[config.mk]
export PLATFORM = sky130hd
export DESIGN_NAME = cache_control_flat
export DESIGN_NICKNAME = d
export VERILOG_FILES = /design/src/rtl/cache_pkg.sv /design/src/rtl/cache_ctrl_if.sv /design/src/rtl/cache_control.sv /design/src/flat_wrapper.sv
export SDC_FILE = /design/constraint.sdc
export NUM_CORES = 1
export LEC_CHECK = 0
export ABC_AREA = 1
export BUFFER_PORTS_ARGS = -buffer_cell sky130_fd_sc_hd__buf_2
export CORE_AREA = 2 2 39 41
export CTS_CLUSTER_SIZE = 28
export DETAILED_ROUTE_END_ITERATION = 7
export DIE_AREA = 0 0 41 43
export PLACE_DENSITY_LB_ADDON = 0.15
export SYNTH_ARGS = -nofsm -noshare
export SYNTH_HDL_FRONTEND = slang
export SYNTH_SLANG_ARGS = --single-unit
[constraint.sdc]
create_clock -name clk -period 1.32 [get_ports clk]
set_input_delay 0.264 -clock clk [delete_from_list [all_inputs] [get_ports clk]]
set_output_delay 0.264 -clock clk [all_outputs]
set_load 0.02 [all_outputs]
[src/rtl/cache_pkg.sv]
package cache_pkg;

    // 32-byte line, so five offset bits
    parameter int s_offset = 5;

    // One full cache line (8 words of 32 bits)
    typedef logic [8*(2**s_offset)-1:0] line_t;

    // One enable per byte of a line
    typedef logic [2**s_offset-1:0] byte_mask_t;

    // Data array input source
    typedef enum logic {
        mem_wdata,
        ca_rdata
    } datamux_sel_t;

    // Memory-side address source
    typedef enum logic {
        mem_addr,
        tag_addr
    } addrmux_sel_t;

endpackage

[src/rtl/cache_ctrl_if.sv]
`timescale 1ns/100ps

interface cache_ctrl_if #(
    parameter int way_deg = 1
);

    localparam int way_count = 2 ** way_deg;

    // Datapath status
    logic                     hit;
    logic [way_deg-1:0]       hit_way;
    logic [way_deg-1:0]       lru_way;
    logic                     lru_dirty;
    logic [way_count-2:0]     lru_out;

    // Per-way loads, one bit per way
    logic [way_count-1:0]     load_tag;
    logic [way_count-1:0]     set_valid;
    logic [way_count-1:0]     load_dirty;
    logic [way_count-1:0]     dirty_in;
    logic [way_count-1:0]     load_data;

    // Shared controls
    logic [way_count-2:0]     lru_in;
    logic                     load_lru;
    cache_pkg::datamux_sel_t  datamux_sel;
    cache_pkg::addrmux_sel_t  addrmux_sel;

    modport ctrl (
        input  hit, hit_way, lru_way, lru_dirty, lru_out,
        output load_tag, set_valid, load_dirty, dirty_in, load_data,
        output lru_in, load_lru, datamux_sel, addrmux_sel
    );

    modport dp (
        output hit, hit_way, lru_way, lru_dirty, lru_out,
        input  load_tag, set_valid, load_dirty, dirty_in, load_data,
        input  lru_in, load_lru, datamux_sel, addrmux_sel
    );

endinterface

[src/rtl/cache_control.sv]
`timescale 1ns/100ps

module cache_control #(
    parameter int way_deg = 1
) (
    input  logic        clk,
    input  logic        reset,
    input  logic        mem_read,
    input  logic        mem_write,
    output logic        mem_resp,
    output logic        ca_read,
    output logic        ca_write,
    input  logic        ca_resp,
    cache_ctrl_if.ctrl  ctl
);

    typedef enum logic [1:0] {
        st_compare,
        st_write_back,
        st_fill
    } state_t;

    state_t state;
    state_t next_state;
    logic   request;

    assign request = mem_read || mem_write;

    always_ff @(posedge clk) begin
        if (reset) begin
            state <= st_compare;
        end else begin
            state <= next_state;
        end
    end

    // New LRU bits: every node on the hit way's path points away from it
    always_comb begin : lru_update
        int node;
        node = 0;
        ctl.lru_in = ctl.lru_out;
        for (int d = 0; d < way_deg; d++) begin
            ctl.lru_in[node] = ~ctl.hit_way[way_deg-1-d];
            node = 2 * node + 1 + int'(ctl.hit_way[way_deg-1-d]);
        end
    end

    always_comb begin
        next_state      = state;
        mem_resp        = 1'b0;
        ca_read         = 1'b0;
        ca_write        = 1'b0;
        ctl.load_tag    = '0;
        ctl.set_valid   = '0;
        ctl.load_dirty  = '0;
        ctl.dirty_in    = '0;
        ctl.load_data   = '0;
        ctl.load_lru    = 1'b0;
        ctl.datamux_sel = cache_pkg::mem_wdata;
        ctl.addrmux_sel = cache_pkg::mem_addr;

        unique case (state)
            st_compare: begin
                if (request && ctl.hit) begin
                    mem_resp     = 1'b1;
                    ctl.load_lru = 1'b1;
                    if (mem_write) begin
                        // Write hit merges bytes and marks the line dirty
                        ctl.load_data[ctl.hit_way]  = 1'b1;
                        ctl.load_dirty[ctl.hit_way] = 1'b1;
                        ctl.dirty_in[ctl.hit_way]   = 1'b1;
                    end
                end else if (request) begin
                    next_state = ctl.lru_dirty ? st_write_back : st_fill;
                end
            end

            st_write_back: begin
                ca_write        = 1'b1;
                ctl.addrmux_sel = cache_pkg::tag_addr;
                if (ca_resp) begin
                    next_state = st_fill;
                end
            end

            st_fill: begin
                ca_read         = 1'b1;
                ctl.datamux_sel = cache_pkg::ca_rdata;
                if (ca_resp) begin
                    // Victim way gets the new line, valid and clean
                    ctl.load_data[ctl.lru_way]  = 1'b1;
                    ctl.load_tag[ctl.lru_way]   = 1'b1;
                    ctl.set_valid[ctl.lru_way]  = 1'b1;
                    ctl.load_dirty[ctl.lru_way] = 1'b1;
                    next_state                  = st_compare;
                end
            end

            default: begin
                next_state = st_compare;
            end
        endcase
    end

    // A memory request stays up and unchanged until the memory answers
    a_mem_req_held: assert property (@(posedge clk) disable iff (reset)
        (ca_read || ca_write) && !ca_resp |=> $stable({ca_read, ca_write}));

    // The processor holds its request until the response pulse
    a_req_held: assert property (@(posedge clk) disable iff (reset)
        request && !mem_resp |=> request);

endmodule

[src/flat_wrapper.sv]
// flat-port wrapper written by rule: the top's interface ports become plain ports
module cache_control_flat 
#(
    parameter int way_deg = 1
)
  (clk, reset, mem_read, mem_write, mem_resp, ca_read, ca_write, ca_resp, ctl_hit, ctl_hit_way, ctl_lru_way, ctl_lru_dirty, ctl_lru_out, ctl_load_tag, ctl_set_valid, ctl_load_dirty, ctl_dirty_in, ctl_load_data, ctl_lru_in, ctl_load_lru, ctl_datamux_sel, ctl_addrmux_sel);
  cache_ctrl_if #(.way_deg(way_deg)) ctl_i ();
  input  logic clk;
  input  logic reset;
  input  logic mem_read;
  input  logic mem_write;
  output logic mem_resp;
  output logic ca_read;
  output logic ca_write;
  input  logic ca_resp;
  input wire logic [$bits(ctl_i.hit)-1:0] ctl_hit;
  input wire logic [$bits(ctl_i.hit_way)-1:0] ctl_hit_way;
  input wire logic [$bits(ctl_i.lru_way)-1:0] ctl_lru_way;
  input wire logic [$bits(ctl_i.lru_dirty)-1:0] ctl_lru_dirty;
  input wire logic [$bits(ctl_i.lru_out)-1:0] ctl_lru_out;
  output wire logic [$bits(ctl_i.load_tag)-1:0] ctl_load_tag;
  output wire logic [$bits(ctl_i.set_valid)-1:0] ctl_set_valid;
  output wire logic [$bits(ctl_i.load_dirty)-1:0] ctl_load_dirty;
  output wire logic [$bits(ctl_i.dirty_in)-1:0] ctl_dirty_in;
  output wire logic [$bits(ctl_i.load_data)-1:0] ctl_load_data;
  output wire logic [$bits(ctl_i.lru_in)-1:0] ctl_lru_in;
  output wire logic [$bits(ctl_i.load_lru)-1:0] ctl_load_lru;
  output wire logic [$bits(ctl_i.datamux_sel)-1:0] ctl_datamux_sel;
  output wire logic [$bits(ctl_i.addrmux_sel)-1:0] ctl_addrmux_sel;
  assign ctl_i.hit = ctl_hit;
  assign ctl_i.hit_way = ctl_hit_way;
  assign ctl_i.lru_way = ctl_lru_way;
  assign ctl_i.lru_dirty = ctl_lru_dirty;
  assign ctl_i.lru_out = ctl_lru_out;
  assign ctl_load_tag = ctl_i.load_tag;
  assign ctl_set_valid = ctl_i.set_valid;
  assign ctl_load_dirty = ctl_i.load_dirty;
  assign ctl_dirty_in = ctl_i.dirty_in;
  assign ctl_load_data = ctl_i.load_data;
  assign ctl_lru_in = ctl_i.lru_in;
  assign ctl_load_lru = ctl_i.load_lru;
  assign ctl_datamux_sel = ctl_i.datamux_sel;
  assign ctl_addrmux_sel = ctl_i.addrmux_sel;
  cache_control #(.way_deg(way_deg)) u_core (.clk(clk), .reset(reset), .mem_read(mem_read), .mem_write(mem_write), .mem_resp(mem_resp), .ca_read(ca_read), .ca_write(ca_write), .ca_resp(ca_resp), .ctl(ctl_i));
endmodule
==> metrics.md <==
| Metric | Value |
|---|---|
| Status | `finished, violations left` |
| Failing checks | `setup timing` |
| Final nets | `82` |
| Crit-path cells | `nor2_4 -> inv_2 -> nor2_4 -> nand2_4 -> o22ai_4 -> buf_6` |
| Largest buffer count on any clock path | `2` |
| Critical path class | `reg -> out` |
| Fillers | `149` |
| Largest Register | `u_core.state` |
| Pwr Density | `881 mW/mm^2` |
| Num CTS Buffers | `3` |
| Unique masters post-synth | `14` |
| Pwr Total | `0.491 mW` |
| Area of the core | `0.00138 mm^2` |
| Syn. warnings | `0` |
| Switching power | `0.193 mW` |
| Clock power frac | `0.270` |
| Max-slew violations | `0` |
| Worst Max-Slew Pin Slew | `0.167 ns` |
| PortBufs | `25` |
| H-tree Lvls | `1` |
| Peak VDD IR | `0.357 mV` |
| CTS tree | `built` |
| I/O pin count | `27` |
| Sink Count | `2` |
| Area of the mapped netlist | `272 um^2` |
| Core Util, Final | `0.403` |
| Unrepaired setup endpoints after global routing | `true` |
| Seq cells post-synth | `2` |
| Cell count after synthesis | `44` |
| Worst Hold End | `u_core.state[0]$_SDFFE_PP0P_` |
| Global route overflow | `0` |
| Largest net degree at the start of global routing | `5` |
| Row count | `14` |
| Req. time, crit path | `1.06 ns` |
| Crit path max fanout | `4` |
| # DRC | `0` |
| Comb power frac | `0.568` |
| Worst min path class | `in -> reg` |
| Worst-Skew Late Latency | `0.22 ns` |
| Arr. time, crit path | `1.20 ns` |
| Final Hold Fails | `0` |
| Die X-Extent | `41 um` |
| Dpl hpwl | `549 um` |
| P_leak | `0.305 nW` |
| Worst reg2reg path startpoint | `u_core.state[0]$_SDFFE_PP0P_` |
| Crit path max-delay family | `flip-flops` |
| Via Count | `330` |
| Hold depth | `2` |
| Global-route wire length before repair | `1070 um` |
| Root cell of the clock tree | `clkbuf_4` |
| Final setup violation count | `14` |
| Mapped Nets | `54` |
| Final WL | `694 um` |
| Number of iterations in the first detailed-routing pass | `4` |
| Final period utilization | `1.11` |
| Crit-path max cell delay | `0.33 ns` |
| GRT Util Overall | `0.0882` |
| Fin crit period | `1.46 ns` |
| CP startpoint kind | `flip-flop` |
| Placed inst area | `418 um^2` |
| Area grow syn2layout | `106%` |
| Biggest regs | `u_core.state x2` |
| CP Capture Type | `primary output` |
| Most frequent cells in the layout | `13 x buf_6, 11 x buf_2, 8 x inv_1` |
| Hold Crit Start | `reset` |
| Reg clk slew, reported paths | `0.03 ns` |
| Slew Limit Headroom | `0.888` |
| Part of the power in registers | `0.162` |
| Final Hold Slack | `0.206 ns` |
| DP Worst Slack | `0.0370 ns` |
| Commonest non-fill, non-tap cell in the layout | `buf_6` |
| Die Y | `43 um` |
| Die area | `0.00176 mm^2` |
| Design Area, Final | `558 um^2` |
| Buffer and inverter count on the worst path | `2` |
| Post-DRT Antenna Nets | `0` |
| Number of global-route vias before repair | `286` |
| Final GP Congestion | `0.692` |
| Avg Inst Size Synth | `6.17 um^2` |
| Iteration-0 DRC Markers | `6` |
| Per-cell routed wire length | `8.07 um` |
| DR vias/cell | `3.84` |
| Largest register FFs | `2` |
| Worst Skew | `0.00113 ns` |
| Initial Util | `0.196` |
| Reg2Reg Depth | `7` |
| # placed instances | `80` |
| Slowest CP cell | `dfxtp_2` |
| R2R Setup Slk | `0.31 ns` |
| Max Cap Viol | `0` |
| Final worst slack | `-0.144 ns` |
| Reg2reg end | `u_core.state[1]$_SDFFE_PP0P_` |
| Layout cells sized above 1 | `0.686` |
| Top cell by count, worst path | `nor2_4` |
| Fmax | `683 MHz` |
| Setup_tns | `-1.11 ns` |
| Sw Ratio | `0.392` |
| Antenna violations before repair | `0` |
| Internal power | `0.299 mW` |
| Layout Cells excl Fill | `86` |
| Post-synthesis sequential area ratio | `0.147` |
| # diodes | `0` |
==> per-layer routing <==
| layer | global-route usage | vias to the layer above | wire [um] |
|---|---|---|---|
| li1 | - | 179 | - |
| met1 | 0.115 | 140 | 296 |
| met2 | 0.122 | 11 | 354 |
| met3 | 0.0366 | 0 | 43 |
| met4 | 0.0400 | 0 | 0 |
| met5 | 0 | - | 0 |
==> synthesized netlist by cell type (all sizes together) <==
library cell,n,share of area
inv,10,0.14
nand2,9,0.15
buf,7,0.19
nor2,7,0.13
a21oi,3,0.055
dfxtp,2,0.15
nand3,2,0.037
o21ai,2,0.051
o22ai,2,0.092
==> worst register-to-register path: cells and delay by family, from the launching register on <==
family | cells | cell delay [ns]
AND/OR/NAND/NOR | 2 | 0.12
buffers and inverters | 4 | 0.37
flip-flops | 1 | 0.35
AO/OA/AOI/OAI | 1 | 0.05
==> kinds of logic after synthesis <==
group | Yosys count | synth area share
flops | 2 | 0.147
compound gates | 7 | 0.198
buf+inv | 17 | 0.332
simple gates | 18 | 0.323
==> cell type report <==
class,count,area [um^2],share of cell area
Clock buffer,3,22.5,0.0404
Inverter,10,37.5,0.0673
Multi-Input combinational cell,25,189,0.339
Timing Repair Buffer,30,246,0.442
Tap cell,16,20.0,0.0359
Sequential cell,2,42.5,0.0762
==> power groups by stage <==
stage	clock [mW]	sequential [mW]	combinational, mW
after global placement	0	0.0762	0.220
after global routing	0.153	0.0801	0.303
after CTS	0.145	0.0771	0.265
after detailed placement	0	0.0764	0.217
after floorplan	0	0.0752	0.172
final	0.133	0.0797	0.279
==> repair_timing <==
item	in CTS	in global routing
setup endpoints to repair	12	14
buffers inserted	2	1
gates cloned	0	0
pin swaps	2	3
resized for setup	25	6
hold buffers	0	0
==> how the worst max path moves through the flow <==
stage | from | to | cells past startpoint
after floorplan | u_core.state[0]$_SDFFE_PP0P_ | ctl_load_dirty[0] | 6
after global placement | u_core.state[0]$_SDFFE_PP0P_ | ctl_load_data[0] | 6
after detailed placement | u_core.state[0]$_SDFFE_PP0P_ | ctl_load_dirty[0] | 6
final | u_core.state[0]$_SDFFE_PP0P_ | ctl_load_data[1] | 6
after CTS | u_core.state[0]$_SDFFE_PP0P_ | ctl_load_dirty[1] | 6
after global routing | u_core.state[0]$_SDFFE_PP0P_ | ctl_load_data[1] | 6
No activity file was read; power rests on OpenSTA's default activity.
